[config.mk]
export PLATFORM = sky130hd
export DESIGN_NAME = strobe_sync
export DESIGN_NICKNAME = d
export VERILOG_FILES = /design/src/logic/bus_pkg.sv /design/src/logic/strobe_sync.sv
export SDC_FILE = /design/constraint.sdc
export NUM_CORES = 1
export LEC_CHECK = 0
export BUFFER_PORTS_ARGS = -buffer_cell sky130_fd_sc_hd__buf_4
export CAP_MARGIN = 15
export CORE_AREA = 2 2 39 41
export CTS_CLUSTER_DIAMETER = 150
export DETAILED_ROUTE_END_ITERATION = 10
export DIE_AREA = 0 0 41 43
export SLEW_MARGIN = 20
export SYNTH_ARGS = -nofsm -noshare
export SYNTH_HDL_FRONTEND = slang
export SYNTH_SLANG_ARGS = --single-unit
[constraint.sdc]
create_clock -name clk -period 1.4 [get_ports clk]
set_clock_uncertainty 0.05 [all_clocks]
set_input_delay 0.07 -clock clk [delete_from_list [all_inputs] [get_ports clk]]
set_output_delay 0.07 -clock clk [all_outputs]
set_load 0.05 [all_outputs]
[src/logic/bus_pkg.sv]
/*
	system bus definitions
	- word and field widths
	- bus word and block number types
	- cycle kinds
	- address word union, memory and config views
*/

package bus_pkg;

	// ----------------------------------------------------------
	// widths
	// ----------------------------------------------------------

	// bus word, bit 0 is the msb
	localparam int WORD_W = 16;
	// block number (nb)
	localparam int NB_W = 4;
	// segment field at the top of the address
	localparam int SEG_W = 4;
	// word offset within a segment
	localparam int OFFSET_W = WORD_W - SEG_W;
	// frame field of a config word
	localparam int CFG_FRAME_W = 4;
	// bits between frame and detach, ignored
	localparam int CFG_PAD_W = WORD_W - SEG_W - CFG_FRAME_W - 1;

	// ----------------------------------------------------------
	// types
	// ----------------------------------------------------------

	typedef logic [0:WORD_W-1] word_t;
	typedef logic [0:NB_W-1] nb_t;

	// which strobe started the cycle
	typedef enum logic [1:0] {
		cyc_read  = 2'd0,
		cyc_write = 2'd1,
		cyc_cfg   = 2'd2
	} cycle_kind_t;

	// same 16 bits, meaning depends on the strobe
	typedef union packed {
		// r_ / w_ cycles
		struct packed {
			logic [0:SEG_W-1] seg;
			logic [0:OFFSET_W-1] offset;
		} mem;
		// s_ cycles
		struct packed {
			logic [0:SEG_W-1] seg;
			logic [0:CFG_FRAME_W-1] frame;
			logic [0:CFG_PAD_W-1] unused;
			logic detach;
		} cfg;
	} bus_addr_u;

endpackage

[src/logic/strobe_sync.sv]
/*
	bus strobe synchronizer
	- two flop stages on w_, r_, s_
	- one request pulse per bus cycle, with its kind
	- idle level once all strobes read back high
*/

`timescale 1ns/1ps

module strobe_sync(
	input logic clk,
	input logic rst_n,
	input logic w_,
	input logic r_,
	input logic s_,
	output logic req,
	output bus_pkg::cycle_kind_t kind,
	output logic idle
);

	import bus_pkg::*;

	// strobe order in the vectors: w, r, s
	logic [2:0] meta;
	logic [2:0] sync;
	// idle as seen one cycle earlier
	logic idle_q;
	// first low cycle after all high
	logic start;
	cycle_kind_t kind_d;

	// first stage catches the async strobes
	always_ff @(posedge clk) begin
		if (!rst_n) begin
			meta <= 3'b111;
			sync <= 3'b111;
		end else begin
			meta <= {w_, r_, s_};
			sync <= meta;
		end
	end

	assign idle = &sync;
	assign start = idle_q && !idle;

	// only one strobe is low at a time on the bus
	always_comb begin
		if (!sync[1]) begin
			kind_d = cyc_read;
		end else if (!sync[2]) begin
			kind_d = cyc_write;
		end else begin
			kind_d = cyc_cfg;
		end
	end

	// req lands one edge after the second sync stage goes low
	always_ff @(posedge clk) begin
		if (!rst_n) begin
			idle_q <= 1'b1;
			req <= 1'b0;
			kind <= cyc_read;
		end else begin
			idle_q <= idle;
			req <= start;
			if (start) begin
				kind <= kind_d;
			end
		end
	end

endmodule

# == Word-level counts from Yosys, hierarchy flattened ==
# Index checks and enable logic that the tools add are counted.
# totals
reg_bits,10
inputBits,5
elab_cells,10
# op_classes
muxes,2
reduce_logical,3
# op_table
operator,n
$mux 2,2
$reduce_and 3->1,1
$logic_and 1x1->1,1
$logic_not 1->1,1

# == Logic depth before layout (Yosys ltp) ==
# Gate-level depths: netlist of run 1.
# depth
depth_word,3
ltp_mapped,3
depth_no_buf,2

# == Least setup slack after synthesis of run 1 ==
# Ideal clock, no wire load.
# synth_path
kind,register -> register
from,register kind[1] (netlist name)
to,register kind[1]
arrival_time_ns,0.930
t_required_ns,1.264
path_slack_ns,0.334
stages_incl_launch_ff,3
path_buffers,0
cell_sequence,dfxtp_1 > inv_1 > a221oi_2
# synth_lines
element,line,rtl
end signal: assignment,strobe_sync.sv:62,kind <= cyc_read;
end signal: assignment,strobe_sync.sv:67,kind <= kind_d;
end: declaration,strobe_sync.sv:17,"output bus_pkg::cycle_kind_t kind,"

# == Final worst setup path of run 1 ==
# layout_path
from,input s_
to,register meta[0]
# layout_lines
element,line,rtl
start: declaration,strobe_sync.sv:15,"input logic s_,"
end signal: assignment,strobe_sync.sv:38,"meta <= {w_, r_, s_};"
end: declaration,strobe_sync.sv:24,logic [2:0] meta;
# No word-level cell between the ends.

==> results of run 1 <==
-- final cells by class --
class                      count  area, sq um  share of cell area, %
sequential                    10        200.2                  40.00
timing repair buffer          15        130.1                  26.00
multi-input combinational     16        102.6                  20.50
clock buffer                   4        36.28                  7.250
tap                           16        20.02                  4.000
inverter                       3        11.26                  2.250
-- through the flow --
step | std cells | setup slack, ps | area [sq um]
final | 64 | 101.6 | 500.5
after global routing | 64 | 72.86 | 500.5
after CTS | 64 | 123.3 | 500.5
after detailed placement | 53 | 554.1 | 394.1
after global placement | 53 | 544.8 | 394.1
after floorplan | 30 | 333.6 | 321.6
-- state kept, by name, indices dropped and copies added (netlist names) --
register	flops
sync	3
idle_q	1
meta	3
req	1
kind	2
-- power by group through the flow --
| stage | clock network (mW) | logic [mW] | registers [mW] |
|---|---|---|---|
| 2_1_floorplan | 0 | 0.0311 | 0.327 |
| 3_3_place_gp | 0 | 0.0669 | 0.312 |
| 3_5_place_dp | 0 | 0.0675 | 0.312 |
| 4_1_cts | 0.270 | 0.0825 | 0.306 |
| 5_1_grt | 0.283 | 0.0888 | 0.308 |
| 6_report | 0.256 | 0.0819 | 0.306 |
-- routing by layer --
layer,global-route usage (%),vias to the layer above
li1,-,131
met1,6.494,102
met2,12.50,11
met3,9.424,0
met4,0,0
met5,0,-
-- synthesized netlist by cell type (all sizes together) --
cell type and count:
a221oi 1, nand2 3, nand4b 1, nand3 1, o21ai 1, and3 1
a21boi 1, nand2b 7, buf 1, inv 3, dfxtp 10
-- cell families (layout without fill, tap and decap cells) --
kind of cell	count (synthesis)	in the layout	share of synthesized area (%)
buf+inv	4	22	5.837
flops	10	10	62.26
simple gates	13	13	23.35
compound gates	3	3	8.558
-- worst max-delay path: cells and delay by family --
family	cells	cell delay, ps
simple gates	1	120
buf+inv	3	1200
-- path summary, 6_finish.rpt --
| kind | endpoint | slack [ps] | cells after the start |
|---|---|---|---|
| max | meta[0] | 100 | 4 |
| min | sync[1] | 360 | 1 |
| max reg2reg | req | 560 | 2 |
| min reg2reg | sync[1] | 360 | 1 |
==> impl_metrics.py, run 1 <==
metrics = {
    "outcome": {
        "outcome": "completed",
    },
    "placed_design": {
        "finalWeightedCongestion": 0.6131,
        "port_buffers": 8,
    },
    "timing": {
        "fmaxAchievable_mhz": 770.2,
        "hold_viol_final": 0,
        "slew_headroom_pct": 88.90,
        "slew_viol_final": 0,
        "setup_viol": 0,
        "period_needed_ps": 1298,
        "finalSetupTns_ps": 0,
        "worstMarginPinSlew_ps": 166.5,
        "worst_hold_slack_ps": 356.7,
        "rsz0062_at_grt": "no",
        "fin_crit_sh_pct": 92.74,
    },
    "die": {
        "rows": 14,
        "die_w_um": 41,
        "fp.dieArea_sq_mm": 0.001763,
        "die_y_um": 43,
        "initial_utilization_pct": 23.24,
        "io_pins": 9,
        "core_area_sq_mm": 0.001384,
    },
    "power_and_ir_drop": {
        "seqPwrFrac_pct": 47.5,
        "power.total_uw": 643.3,
        "p_switching_uw": 147.6,
        "p_clk_share_pct": 39.7,
        "p_int_uw": 495.8,
        "p_sw_share_pct": 22.94,
        "p_leak_nw": 0.2185,
        "combPwrFrac_pct": 12.7,
        "power.density_mw_per_mm2": 1285,
        "vdd_ir_drop_max_mv": 0.8880,
    },
    "flow_run": {
        "max_cap_violations": 0,
    },
    "critical_path": {
        "criticalPathCategory": "input port to register",
        "endpoint_kind": "register",
        "cp_slowest_cell": "dlygate4sd3_1",
        "cp_cell_sequence": "dlygate4sd3_1, buf_4, nand2b_1, dlygate4sd3_1",
        "crit_fanout": 1,
        "reg2reg_from": "sync[1]",
        "setup.worst_path.start": "s_",
        "crit_required_ps": 1500,
        "cp_common_cell": "dlygate4sd3_1",
        "slowest_delay_ps": 550,
        "crit_path_start_kind": "input port",
        "crit_arrival_ps": 1400,
    },
    "clock_tree": {
        "cts_hold_buf": 7,
        "clock_sinks": 10,
        "path_clk_slew_ps": 70,
        "cts_root_buf": "clkbuf_4",
        "cts_resized": 0,
        "cts_tree": "done",
        "post_cts_buffers": 0,
        "clock_path_buffers": 2,
        "cts_buffers": 3,
        "htreeDepth": 1,
        "insertion_delay_ps": 260,
    },
    "grt": {
        "antenna_found_initial": 0,
        "grt_max_degree": 12,
        "grt_pass1_vias": 228,
        "track_usage_pct": 7.855,
        "grt_pass1_wl_um": 848,
        "gr-total-overflow": 0,
    },
    "synthesis": {
        "yosysSeqAreaShare_pct": 62.26,
        "ys_seq_elements": 10,
        "synthTopCellsByArea": "dfxtp_1, nand2b_1, a221oi_2",
        "synth_warnings": 0,
        "synth_area_per_cell_sq_um": 10.72,
        "syn-num-nets": 35,
        "syn_inst": 30,
        "synth_top_cell_by_area": "dfxtp_1",
        "synth_area_sq_um": 321.6,
        "synthDistinctLibCells": 11,
        "synth_top_area_share_pct": 62.26,
    },
    "routing": {
        "dr.pass1.iters": 2,
        "ant_nets": 0,
        "highest_layer": "met3",
        "routed-wl-met3_um": 62,
        "drt_iter0_markers": 5,
        "vias": 244,
        "wl_um": 516,
        "drc_errors": 0,
        "routed_via_density": 3.813,
        "wire_per_inst_um": 8.063,
        "wl_met1_um": 210,
        "wl_met2_um": 243,
    },
    "final_layout": {
        "post-route-util_pct": 36.17,
        "num_antenna_cells": 0,
        "nNetsFinal": 54,
        "drive_above_1_share_pct": 27.08,
        "fill_cells": 144,
        "layout_commonest_cell": "dfxtp_1",
        "area_growth_pct": 55.64,
        "most-common-layout-cells": "dfxtp_1, buf_4, nand2b_1, dlygate4sd3_1",
    },
    "hold_path": {
        "holdCritStartpoint": "meta[1]",
        "hold_path_class": "register to register",
    },
}
Power figures use the tool's default switching activity.
==> inputs of run 2 (changes only) <==
==> constraint.sdc (replaced) <==
create_clock -name clk -period 1.5 [get_ports clk]
set_clock_uncertainty 0.05 [all_clocks]
set_input_delay 0.075 -clock clk [delete_from_list [all_inputs] [get_ports clk]]
set_output_delay 0.075 -clock clk [all_outputs]
set_load 0.05 [all_outputs]
==> run 2 against run 1 <==
Compared with the run above: first-iteration DRC count unchanged; sequential share of layout area up 1.7 points; global-route usage down 0.19 points; power down 7.4%; critical path depth unchanged; critical path type unchanged; largest power group unchanged; highest routed layer unchanged.
==> impl_metrics.py, run 2 (synthesized netlist as in run 1, its figures left out) <==
metrics = {
    "outcome": {
        "outcome": "completed",
    },
    "critical_path": {
        "endpoint_kind": "register",
        "reg2reg_slack_ps": 650,
        "criticalPathCategory": "input port to register",
        "crit_required_ps": 1600,
        "cp_cell_sequence": "dlygate4sd3_1, buf_4, nand2b_1, dlygate4sd3_1",
        "critical-path-top-delay-family": "buffers and inverters",
        "slowest_delay_ps": 540,
        "cp_common_cell": "dlygate4sd3_1",
        "cp_slowest_cell": "dlygate4sd3_1",
        "crit_fanout": 1,
        "crit_path_start_kind": "input port",
        "worst-path-buf-inv": 3,
        "crit_arrival_ps": 1400,
    },
    "routing": {
        "wl_um": 482,
        "dr.pass1.iters": 4,
        "drt_iter0_markers": 5,
        "routed_via_density": 3.758,
        "wire_per_inst_um": 7.774,
        "vias": 233,
        "ant_nets": 0,
        "drc_errors": 0,
    },
    "grt": {
        "busiest_layer": "met3",
        "antenna_found_initial": 0,
        "grtUsageMet2_pct": 9.063,
        "met1_usage_pct": 7.492,
        "gr-total-overflow": 0,
        "grt_max_degree": 12,
        "track_usage_pct": 7.661,
        "grtUsageMet3_pct": 9.424,
        "grt_pass1_wl_um": 800,
        "grt_pass1_vias": 188,
    },
    "timing": {
        "slew_headroom_pct": 88.90,
        "worstMarginPinSlew_ps": 166.6,
        "fmaxAchievable_mhz": 774.0,
        "fin_crit_sh_pct": 86.13,
        "hold_viol_final": 0,
        "finalSetupTns_ps": 0,
        "rsz0062_at_grt": "no",
        "slew_viol_final": 0,
        "period_needed_ps": 1292,
        "setup_viol": 0,
        "worst_hold_slack_ps": 358.0,
    },
    "placed_design": {
        "placed_cells": 53,
        "port_buffers": 8,
        "finalWeightedCongestion": 0.6131,
    },
    "final_layout": {
        "nNetsFinal": 52,
        "most-common-layout-cells": "dfxtp_1, buf_4, nand2b_1, dlygate4sd3_1",
        "num_antenna_cells": 0,
        "area_growth_pct": 49.42,
        "reg_top3": "meta x3, sync x3, kind x2",
        "layout_commonest_cell": "dfxtp_1",
        "layout.area.seq_sq_um": 200.2,
        "final_cells": 62,
        "fill_cells": 141,
        "multi_input_area_sq_um": 102.6,
        "drive_above_1_share_pct": 28.26,
    },
    "power_and_ir_drop": {
        "vdd_ir_drop_max_mv": 0.7063,
        "p_leak_nw": 0.2129,
        "power.density_mw_per_mm2": 1240,
        "power.total_uw": 595.5,
    },
    "die": {
        "die_w_um": 41,
        "initial_utilization_pct": 23.24,
        "fp.dieArea_sq_mm": 0.001763,
        "core_area_sq_mm": 0.001384,
        "rows": 14,
        "io_pins": 9,
        "die_y_um": 43,
    },
    "clock_tree": {
        "cts_buffers": 3,
        "path_clk_slew_ps": 60,
        "cts_root_buf": "clkbuf_4",
        "insertion_delay_ps": 260,
        "clock_path_buffers": 2,
        "cts_tree": "done",
        "clock_sinks": 10,
        "htreeDepth": 1,
    },
    "flow_run": {
        "max_cap_violations": 0,
    },
    "hold_path": {
        "hold_path_class": "register to register",
    },
}
-- run 2: power by group --
group	leakage, nW	switching, mW	total [mW]	internal, mW
registers	0.0826	0.00655	0.286	0.279
logic	0.109	0.0396	0.0727	0.0331
clock network	0.0210	0.0899	0.237	0.147
total	0.213	0.136	0.596	0.459
-- run 2: repair_timing --
action                                 in CTS  in global routing
hold buffers                                5                  0
buffers inserted                            0                  0
endpoints found under the hold margin       4                  0
gates resized for setup                     0                  0
-- run 2: per-layer routing --
metal,vias to the layer above,wire length (um)
met5,-,0
met4,0,0
met3,0,58
met2,12,213
met1,94,210
li1,127,-
-- run 2: area by class of cell --
type                    instances  share of cell area [%]
well taps                      16                   4.167
clock buffers                   4                   7.552
multi-input cells              16                   21.35
inverters                       3                   2.344
repair buffers                 13                   22.92
flip-flops and latches         10                   41.67
-- run 2: stage by stage --
step / cell area, sq um / util [%] / worst slack, ps
after floorplan: 321.6 / - / 433.6
after global placement: 394.1 / 28.48 / 639.9
after detailed placement: 394.1 / 28.48 / 644.4
after CTS: 480.5 / 34.72 / 221.2
after global routing: 480.5 / 34.72 / 214.9
final: 480.5 / 34.72 / 208.0
-- run 2: worst reg2reg max path, stage by stage, from the launching register on --
cell and delay, ps:
dfxtp_1 370, nand3_1 130, and3_1 200
-- run 2: path summary, 6_finish.rpt --
path | start | to | cells after the start
worst max-delay path | r_ | meta[1] | 4
worst min-delay path | meta[0] | sync[0] | 1
worst max register to register | sync[1] | req | 2
worst min register to register | meta[0] | sync[0] | 1
