**config.mk**
```make
export PLATFORM = sky130hd
export DESIGN_NAME = mem_map
export DESIGN_NICKNAME = d
export VERILOG_FILES = /design/src/logic/bus_pkg.sv /design/src/logic/mem_pkg.sv /design/src/logic/mem_map.sv
export SDC_FILE = /design/constraint.sdc
export NUM_CORES = 1
export LEC_CHECK = 0
export ABC_CLOCK_PERIOD_IN_PS = 2100
export BUFFER_PORTS_ARGS = -buffer_cell sky130_fd_sc_hd__buf_2
export CAP_MARGIN = 25
export CELL_PAD_IN_SITES_DETAIL_PLACEMENT = 0
export CELL_PAD_IN_SITES_GLOBAL_PLACEMENT = 1
export CORE_MARGIN = 2
export CORE_UTILIZATION = 45
export DETAILED_ROUTE_END_ITERATION = 16
export PLACE_DENSITY_LB_ADDON = 0.1
export SLEW_MARGIN = 20
export SYNTH_ARGS = -nofsm -noshare
export SYNTH_HDL_FRONTEND = slang
export SYNTH_SLANG_ARGS = --single-unit
```
**constraint.sdc**
```tcl
create_clock -name clk -period 2.1 [get_ports clk]
set_input_delay 0 -clock clk [delete_from_list [all_inputs] [get_ports clk]]
set_output_delay 0 -clock clk [all_outputs]
set_load 0.05 [all_outputs]
```
**src/logic/bus_pkg.sv**
```systemverilog
/*
	system bus definitions
	- word and field widths
	- bus word and block number types
	- cycle kinds
	- address word union, memory and config views
*/

package bus_pkg;

	// ----------------------------------------------------------
	// widths
	// ----------------------------------------------------------

	// bus word, bit 0 is the msb
	localparam int WORD_W = 16;
	// block number (nb)
	localparam int NB_W = 4;
	// segment field at the top of the address
	localparam int SEG_W = 4;
	// word offset within a segment
	localparam int OFFSET_W = WORD_W - SEG_W;
	// frame field of a config word
	localparam int CFG_FRAME_W = 4;
	// bits between frame and detach, ignored
	localparam int CFG_PAD_W = WORD_W - SEG_W - CFG_FRAME_W - 1;

	// ----------------------------------------------------------
	// types
	// ----------------------------------------------------------

	typedef logic [0:WORD_W-1] word_t;
	typedef logic [0:NB_W-1] nb_t;

	// which strobe started the cycle
	typedef enum logic [1:0] {
		cyc_read  = 2'd0,
		cyc_write = 2'd1,
		cyc_cfg   = 2'd2
	} cycle_kind_t;

	// same 16 bits, meaning depends on the strobe
	typedef union packed {
		// r_ / w_ cycles
		struct packed {
			logic [0:SEG_W-1] seg;
			logic [0:OFFSET_W-1] offset;
		} mem;
		// s_ cycles
		struct packed {
			logic [0:SEG_W-1] seg;
			logic [0:CFG_FRAME_W-1] frame;
			logic [0:CFG_PAD_W-1] unused;
			logic detach;
		} cfg;
	} bus_addr_u;

endpackage

```
**src/logic/mem_pkg.sv**
```systemverilog
/*
	memory geometry
	- segment size and offset width
	- physical frame index
	- configuration map size and entry layout
*/

package mem_pkg;

	// ----------------------------------------------------------
	// frames and segments
	// ----------------------------------------------------------

	// one segment fills one physical frame
	localparam int SEG_WORDS = 4096;
	localparam int OFF_W = $clog2(SEG_WORDS);

	// up to 16 installed frames
	localparam int FRAME_W = 4;
	typedef logic [FRAME_W-1:0] frame_t;

	// ----------------------------------------------------------
	// configuration map
	// ----------------------------------------------------------

	// one entry per block and segment pair
	localparam int MAP_ENTRIES = 256;
	localparam int MAP_IDX_W = $clog2(MAP_ENTRIES);

	typedef struct packed {
		logic valid;
		frame_t frame;
	} map_entry_t;

endpackage

```
**src/logic/mem_map.sv**
```systemverilog
/*
	block/segment to frame configuration map
	- 256 entries indexed by nb and segment
	- combinational lookup for memory cycles
	- config check and update for s_ cycles
*/

`timescale 1ns/1ps

module mem_map #(
	parameter int FRAMES = 4
) (
	input logic clk,
	input logic rst_n,
	input bus_pkg::nb_t nb,
	input bus_pkg::bus_addr_u addr,
	input logic cfg_we,
	output logic hit,
	output mem_pkg::frame_t phys_frame,
	output logic cfg_ok
);

	import mem_pkg::*;

	// one entry per block and segment
	map_entry_t map [MAP_ENTRIES];

	logic [MAP_IDX_W-1:0] rd_idx;
	logic [MAP_IDX_W-1:0] wr_idx;
	map_entry_t rd_entry;

	// ----------------------------------------------------------
	// lookup
	// ----------------------------------------------------------

	// memory view of the address word
	assign rd_idx = {nb, addr.mem.seg};
	assign rd_entry = map[rd_idx];

	assign hit = rd_entry.valid;
	assign phys_frame = rd_entry.frame;

	// ----------------------------------------------------------
	// configuration
	// ----------------------------------------------------------

	// config view of the same word
	assign wr_idx = {nb, addr.cfg.seg};

	// detach always allowed
	// attach only to a frame that is installed
	assign cfg_ok = addr.cfg.detach || (int'(addr.cfg.frame) < FRAMES);

	always_ff @(posedge clk) begin
		if (!rst_n) begin
			// nothing mapped after reset
			for (int i = 0; i < MAP_ENTRIES; i++) begin
				map[i].valid <= 1'b0;
			end
		end else if (cfg_we) begin
			if (addr.cfg.detach) begin
				map[wr_idx].valid <= 1'b0;
			end else begin
				map[wr_idx].valid <= 1'b1;
				map[wr_idx].frame <= addr.cfg.frame;
			end
		end
	end

endmodule

```
* Word-level counts from Yosys, hierarchy flattened
Memory sizes are Yosys's and may differ from the RTL's.
Index checks and enable logic that the tools add are counted.
** Word-level totals
- Word-level logic and storage cells :: 18
- Bits in writable memories :: 1280
- Register bits after elaboration :: 0
- Memories :: 1
- Input port bits :: 23
** Operators by class
- Mux-type cells :: 13
- Bitwise operators :: 1
- Order comparisons :: 1
- Reductions and logical operators :: 2
** Memories
- map :: words 256, width 5, read ports 1, clocked after Yosys merged registers in 0, wr ports 256, RTL line mem_map.sv:26 : map_entry_t map [MAP_ENTRIES];
** Operators with widths (number)
- $mux 1 :: 10
- $mux 8 :: 1
- $mux 5 :: 1
- $reduce_or 5->1 :: 1
- $lt 4x3->1 const B :: 1
- $mux 2 :: 1
- $logic_or 1x1->1 :: 1
- $or 1x1->1 :: 1

* Logic depth before layout (Yosys ltp)
Gate-level depths: netlist of the first run.
- Depth in word-level cells :: 7
- Mapped depth :: 9
- Mapped depth without buffers :: 5

* Least setup slack after synthesis of the first run
OpenSTA, ideal clock, no wires.
- Path type :: input -> output
- From :: in addr[13] in the netlist's numbering
- To :: out phys_frame[0]
- Stages on the path :: 8
- Arrival :: 2230 ps
- Buffers on the path :: 3
- Setup slack :: -130 ps
- Data required time :: 2100 ps
- Cell sequence :: buf_2 -> clkbuf_1 -> buf_1 -> mux4_2 -> a22oi_1 -> a21oi_1 -> o41ai_1 -> nand4_1
** Between the ends
- Word-level cells in the longest chain between the ends :: 1
** RTL lines
- start: declaration :: RTL line mem_map.sv:16 : input bus_pkg::bus_addr_u addr,
- $mem_v2 256x5
- end: declaration :: RTL line mem_map.sv:19 : output mem_pkg::frame_t phys_frame,
No other way between the ends.

* Worst setup path after layout of the first run
- From :: mem map[63][3] in the netlist's numbering
- To :: out phys_frame[3]
** Between the ends
- Word-level cells in the longest chain between the ends :: 1
** RTL lines (RTL line)
- start: declaration :: mem_map.sv:26
- $mem_v2 256x5
No other way between the ends.

==> results of run 1 <==
==> cells by family after synthesis <==
| family | Yosys count | synth area share, % |
|---|---|---|
| flops | 1280 | 69.72 |
| mux | 320 | 14.01 |
| compound gates | 772 | 10.45 |
| simple gates | 386 | 3.207 |
| buf+inv | 318 | 2.614 |
==> layout by cell type, fill, tap and decap left out, types with 8 or more instances in the layout <==
| cell type | instances |
|---|---|
| a22oi_1 | 117 |
| dlygate4sd3_1 | 10 |
| buf_2 | 8 |
| or2_2 | 9 |
| buf_4 | 414 |
| nand4_1 | 9 |
| clkinv_1 | 24 |
| nor2_1 | 259 |
| nand3_2 | 10 |
| dfxtp_1 | 254 |
| buf_6 | 12 |
| mux4_2 | 320 |
| a21oi_1 | 82 |
| a21oi_2 | 21 |
| nand3_1 | 14 |
| clkbuf_16 | 147 |
| nand2_1 | 32 |
| o211ai_1 | 232 |
| clkbuf_1 | 29 |
| a22oi_2 | 43 |
| o21ai_0 | 74 |
| or3_1 | 30 |
| clkinv_2 | 23 |
| edfxtp_1 | 1024 |
| bufinv_16 | 12 |
| o31ai_1 | 180 |
| buf_12 | 96 |
==> per-stage QoR <==
stage | util (%) | cells | total power, mW | hold WS (ns) | setup TNS, ns
global placement | 50.33 | 4804 | 30.83 | 0.4217 | -12.68
CTS | 54.69 | 5065 | 55.10 | 0.01191 | -4.709
floorplan | - | 3076 | 29.32 | 0.09887 | 0
global route | 54.85 | 5065 | 56.27 | 0.1055 | -4.888
finish | 54.85 | 5065 | 54.68 | 0.06568 | -4.403
detailed placement | 50.33 | 4804 | 30.87 | 0.4270 | -17.79
==> how the worst max path moves through the flow <==
stage                              start       endpoint  slack (ns)
floorplan                       addr[12]  phys_frame[1]       0.005
global placement                addr[12]  phys_frame[3]       -1.16
detailed placement              addr[12]  phys_frame[3]       -1.15
CTS                 map[30][3]$_DFFE_PP_  phys_frame[3]       -1.00
global route        map[15][2]$_DFFE_PP_  phys_frame[2]       -1.04
finish              map[63][3]$_DFFE_PP_  phys_frame[3]       -0.97
==> critical path, stage by stage (launching register included) <==
cell and delay [ns]:
edfxtp_1 0.35, mux4_2 0.52, a22oi_2 0.21, a21oi_1 0.13, o41ai_4 0.50, buf_4 0.22, nand4_1 0.16, buf_6 0.22
==> power by group through the flow <==
stage                     sequential [mW]  clock [mW]  combinational (mW)
after global routing                 27.3        25.7                3.26
final                                27.4        24.2                3.07
after CTS                            27.4        24.7                3.07
after detailed placement             27.9           0                2.97
after global placement               27.9           0                2.93
after floorplan                      27.9           0                1.42
==> timing repair <==
| item | 4_1_cts | 5_1_grt |
|---|---|---|
| hold endpoints to repair | 819 | 0 |
| hold buffers | 10 | 0 |
| gates resized for setup | 63 | 36 |
| setup endpoints to repair | 5 | 5 |
| pin swaps | 30 | 24 |
| cloned | 0 | 0 |
==> metal layers <==
metal / vias to the layer above / GRT usage [%] / wire [um]
met2: 985 / 40.03 / 69450
met3: 194 / 3.673 / 8410
met1: 16140 / 35.91 / 63210
met4: 0 / 6.844 / 3359
met5: - / 0 / 0
li1: 13380 / - / -
==> final cells by class <==
class / instances / area share [%]
Clock inverter: 70 / 1.098
Tap cell: 1512 / 3.028
Multi-Input combinational cell: 1478 / 23.70
Timing Repair Buffer: 543 / 8.563
Clock buffer: 181 / 6.173
Inverter: 1 / 0.006009
Sequential cell: 1280 / 57.43
==> results.py, run 1 <==
metrics = {
    "power": {
        "power_per_cell_area_mw_per_mm2": 875.3,
        "power.leakage_nw": 19.97,
        "clockPowerShare_pct": 44.3,
        "seq_power_share_pct": 50.0,
        "p_switching_mw": 11.73,
        "vdd_drop_max_mv": 0.8172,
        "swShare_pct": 21.45,
        "pwr-share-comb_pct": 5.6,
        "p_int_mw": 42.95,
    },
    "run": {
        "cap_violations": 0,
    },
    "detailed_routing": {
        "vias_per_cell": 6.061,
        "wl_um": 144400,
        "antenna_left": 0,
        "drtIter0Drc": 3024,
        "drcViolationCount": 0,
        "via_count": 30700,
        "firstDrtPassIters": 5,
        "wl_per_cell_um": 28.51,
    },
    "hold_path": {
        "hold_depth": 6,
        "hp-class": "input pin to flip-flop",
        "hold_path_end": "map[119][4]$_DFF_P_",
        "hold_start": "nb[2]",
    },
    "die": {
        "die_area_mm2": 0.1171,
        "rows": 124,
        "die_w_um": 342.1,
        "pin_count": 29,
        "start_util_pct": 45.18,
        "fp.dieH_um": 342.1,
        "core_mm2": 0.1139,
    },
    "outcome": {
        "status": "finished, violations left",
        "failed_checks": "negative setup slack",
    },
    "logic_synthesis": {
        "synth_top_cell_by_area": "edfxtp_1",
        "syn_inst": 3076,
        "synth.most_common_cell": "edfxtp_1",
        "synth_edf_count": 1024,
        "synth_nets": 3099,
        "synthDistinctLibCells": 29,
        "ys_warn_count": 0,
        "synth_common_cells": "edfxtp_1, mux4_2, nor2_1",
        "ys_async_sr_fraction_pct": 0,
        "syn_area_mm2": 0.05145,
        "yosys.area.top_type_share_pct": 59.76,
        "synth_flop_cell": "edfxtp_1",
        "yosys-top-cells-area": "edfxtp_1, mux4_2, dfxtp_1, o211ai_1, o31ai_1",
        "yosys_register_bits": 1280,
        "syn_avg_cell_area_um2": 16.73,
        "ys_seq_area_share_pct": 69.72,
    },
    "finish": {
        "multi_input_area_mm2": 0.01480,
        "largest_reg_flops": 1280,
        "largestRegisters": "map x1280",
        "largest_register": "map",
        "seq_area_mm2": 0.03588,
        "fin_nets": 3466,
        "syn2layout_area_growth_pct": 21.41,
        "diodes": 0,
        "fillers": 8939,
        "finalInstanceArea_mm2": 0.06247,
        "drive_above_1_share_pct": 32.56,
    },
    "cts": {
        "cts_buffers": 139,
        "cts_setup_buffers": 0,
        "ctsLongestPathBuffers": 3,
        "htreeDepth": 4,
        "cts_sinks": 1280,
        "clkLatencyLatePin_ns": 0.74,
        "cts_tree": "yes",
        "path_clk_slew_ns": 0.06,
        "clockRootBuffer": "clkbuf_16",
    },
    "worst_setup_path": {
        "arrival_ns": 3.07,
        "crit_type": "flip-flop to primary output",
        "r2r-end": "map[252][4]$_DFF_P_",
        "end_kind": "primary output",
        "r2r_start": "map[252][4]$_DFF_P_",
        "r2r_cells": 3,
        "startpoint_type": "flip-flop",
        "worstPathRequired_ns": 2.10,
        "r2r_slack_ns": 0.95,
        "critical_path_peak_fanout": 1,
    },
    "sta": {
        "layout_setup_ws_ns": -0.9682,
        "finalSetupViolCount": 5,
        "maxSlewHeadroom_pct": 43.69,
        "fin_crit_ns": 3.068,
        "worst_pin_slew_ns": 0.8438,
        "rsz0062_at_grt": "true",
        "hold_viol": 0,
        "fmaxAchievable_mhz": 325.9,
        "period_share_pct": 146.1,
        "final_max_slew_viol_count": 0,
        "skew_ns": 0,
    },
    "global_route": {
        "grt_max_degree": 160,
        "grt_pass1_vias": 31620,
        "grt_pass1_wl_um": 214000,
        "grt-ovfl-total": 0,
        "antenna_found_initial": 1,
        "grtUsageTotal_pct": 24.98,
    },
    "placement": {
        "hpwlAfterDp_um": 94560,
        "pre_cts_ws_ns": -1.150,
        "placed_area_mm2": 0.05731,
        "port_buffers": 21,
        "gp_congestion": 0.8105,
    },
}
No activity file was read; power rests on OpenSTA's default activity.
==> run 2: changes to the inputs <==
--- a/config.mk
+++ b/config.mk
@@ -10,6 +10,7 @@
 export CAP_MARGIN = 25
 export CELL_PAD_IN_SITES_DETAIL_PLACEMENT = 0
 export CELL_PAD_IN_SITES_GLOBAL_PLACEMENT = 1
+export CORE_ASPECT_RATIO = 0.6
 export CORE_MARGIN = 2
 export CORE_UTILIZATION = 45
 export DETAILED_ROUTE_END_ITERATION = 16
==> run 2 against run 1 <==
The flow still finishes with violations (negative setup slack). Clock skew unchanged. Sequential power barely moved. Utilization down 0.60 points. Clock power decreased by 15%. Sequential share of layout area up 0.64 points. Final cell count is 0.38% higher. Worst setup slack worse by 0.013 ns. Maximum frequency is 0.42% lower. Design area fell by 1.1%.
==> results.py, run 2 (synthesis results as in run 1) <==
metrics = {
    "power": {
        "vdd_drop_max_mv": 0.8015,
        "totalPowerFinal_mw": 51.05,
        "power.leakage_nw": 19.69,
        "power_per_cell_area_mw_per_mm2": 826.4,
    },
    "sta": {
        "period_share_pct": 146.7,
        "finalSetupViolCount": 5,
        "worst_pin_slew_ns": 0.8626,
        "maxSlewHeadroom_pct": 42.43,
        "fin_crit_ns": 3.081,
        "fin_hold_ws_ns": 0.06099,
        "finalSetupTns_ns": -4.510,
        "skew_ns": 0,
        "final_max_slew_viol_count": 0,
        "layout_setup_ws_ns": -0.9812,
        "fmaxAchievable_mhz": 324.6,
        "rsz0062_at_grt": "true",
        "hold_viol": 0,
    },
    "cts": {
        "cts_tree": "yes",
        "cts_setup_buffers": 0,
        "htreeDepth": 3,
        "clockRootBuffer": "clkbuf_16",
        "path_clk_slew_ns": 0.06,
        "cts_buffers": 116,
        "clkLatencyLatePin_ns": 0.72,
        "cts_sinks": 1280,
        "ctsLongestPathBuffers": 3,
    },
    "detailed_routing": {
        "wl_per_cell_um": 28.78,
        "drtIter0Drc": 3548,
        "drcViolationCount": 0,
        "wl_um": 146300,
        "firstDrtPassIters": 6,
        "vias_per_cell": 6.090,
        "via_count": 30960,
        "antenna_left": 0,
    },
    "finish": {
        "drive_above_1_share_pct": 33.18,
        "largest_reg_flops": 1280,
        "seq_area_mm2": 0.03587,
        "fin_nets": 3485,
        "layout_common_cells": "edfxtp_1, buf_4, mux4_2",
        "final_common_cell": "edfxtp_1",
        "largestRegisters": "map x1280",
        "largest_register": "map",
        "multi_input_area_mm2": 0.01495,
        "syn2layout_area_growth_pct": 20.06,
        "fillers": 9024,
    },
    "die": {
        "fp.dieH_um": 265.9,
        "rows": 96,
        "start_util_pct": 45.19,
        "die_area_mm2": 0.1172,
        "die_w_um": 440.5,
        "core_mm2": 0.1139,
        "pin_count": 29,
    },
    "worst_setup_path": {
        "endpoint": "phys_frame[1]",
        "crit_type": "flip-flop to primary output",
        "r2r-end": "map[163][4]$_DFF_P_",
        "startpoint_type": "flip-flop",
        "crit_start": "map[188][1]$_DFFE_PP_",
        "arrival_ns": 3.08,
        "end_kind": "primary output",
        "critical_path_peak_fanout": 1,
        "worstPathRequired_ns": 2.10,
        "r2r_cells": 4,
        "r2r_start": "map[163][4]$_DFF_P_",
        "r2r_slack_ns": 0.70,
    },
    "global_route": {
        "grt-ovfl-total": 0,
        "antenna_found_initial": 7,
        "grt_pass1_vias": 30980,
        "grtUsageTotal_pct": 25.09,
        "grt_max_degree": 133,
        "grt_pass1_wl_um": 214000,
    },
    "placement": {
        "port_buffers": 21,
        "gp_congestion": 0.8332,
        "pre_cts_ws_ns": -1.131,
        "hpwlAfterDp_um": 94170,
    },
    "outcome": {
        "status": "finished, violations left",
        "failed_checks": "negative setup slack",
    },
    "run": {
        "cap_violations": 0,
    },
    "hold_path": {
        "hp-class": "input pin to flip-flop",
    },
}
[run 2: what timing repair did]
action / 4_1_cts / 5_1_grt
gates resized for setup: 87 / 40
endpoints found under the setup margin: 5 / 6
pin swaps: 33 / 15
hold buffers: 12 / 0
hold endpoints to repair: 574 / 0
[run 2: cell type report]
class,count,share of cell area (%)
tap,1519,3.077
clock buffer,159,5.108
multi-input combinational,1478,24.20
antenna,3,0.01215
timing repair buffer,585,8.792
sequential,1280,58.07
inverter,1,0.006076
clock inverter,59,0.7352
[run 2: worst min-delay path by stage]
stage | depth (start not counted) | endpoint | start | slack (ns)
2_1_floorplan | 0 | map[0][0]$_DFFE_PP_ | addr[8] | 0.1
3_3_place_gp | 2 | map[163][4]$_DFF_P_ | cfg_we | 0.29
3_5_place_dp | 2 | map[163][4]$_DFF_P_ | cfg_we | 0.28
4_1_cts | 6 | map[96][4]$_DFF_P_ | nb[3] | 0.01
5_1_grt | 6 | map[96][4]$_DFF_P_ | nb[3] | 0.05
6_report | 5 | map[139][4]$_DFF_P_ | addr[13] | 0.06
[run 2: metrics by stage]
step / instances / util [%] / area, um^2
2_1_floorplan: 3076 / - / 51490
3_3_place_gp: 4855 / 50.41 / 57400
3_5_place_dp: 4858 / 50.44 / 57430
4_1_cts: 5081 / 54.06 / 61560
5_1_grt: 5082 / 54.25 / 61770
6_report: 5084 / 54.25 / 61770
[run 2: worst max-delay path, stage by stage (launching register included)]
cell and delay (ns):
edfxtp_1 0.41, mux4_2 0.46, a22oi_1 0.30, a21oi_4 0.12, o41ai_4 0.38, buf_6 0.19
nand4_1 0.23, buf_6 0.24
[run 2: report_power, final]
group / switching (mW) / leakage (nW) / internal [mW]
logic: 1.94 / 6.67 / 1.18
registers: 0.00644 / 11.3 / 27.3
clock network: 9.46 / 1.76 / 11.1
[run 2: layer usage]
layer  up-vias  part of all wire [%]  global-route usage [%]
met3       219                   8.8                   6.733
met4         0                   2.4                   6.854
met5         -                     0                       0
met2      1196                    43                   35.67
met1     16150                    46                   38.04
li1      13400                     -                       -
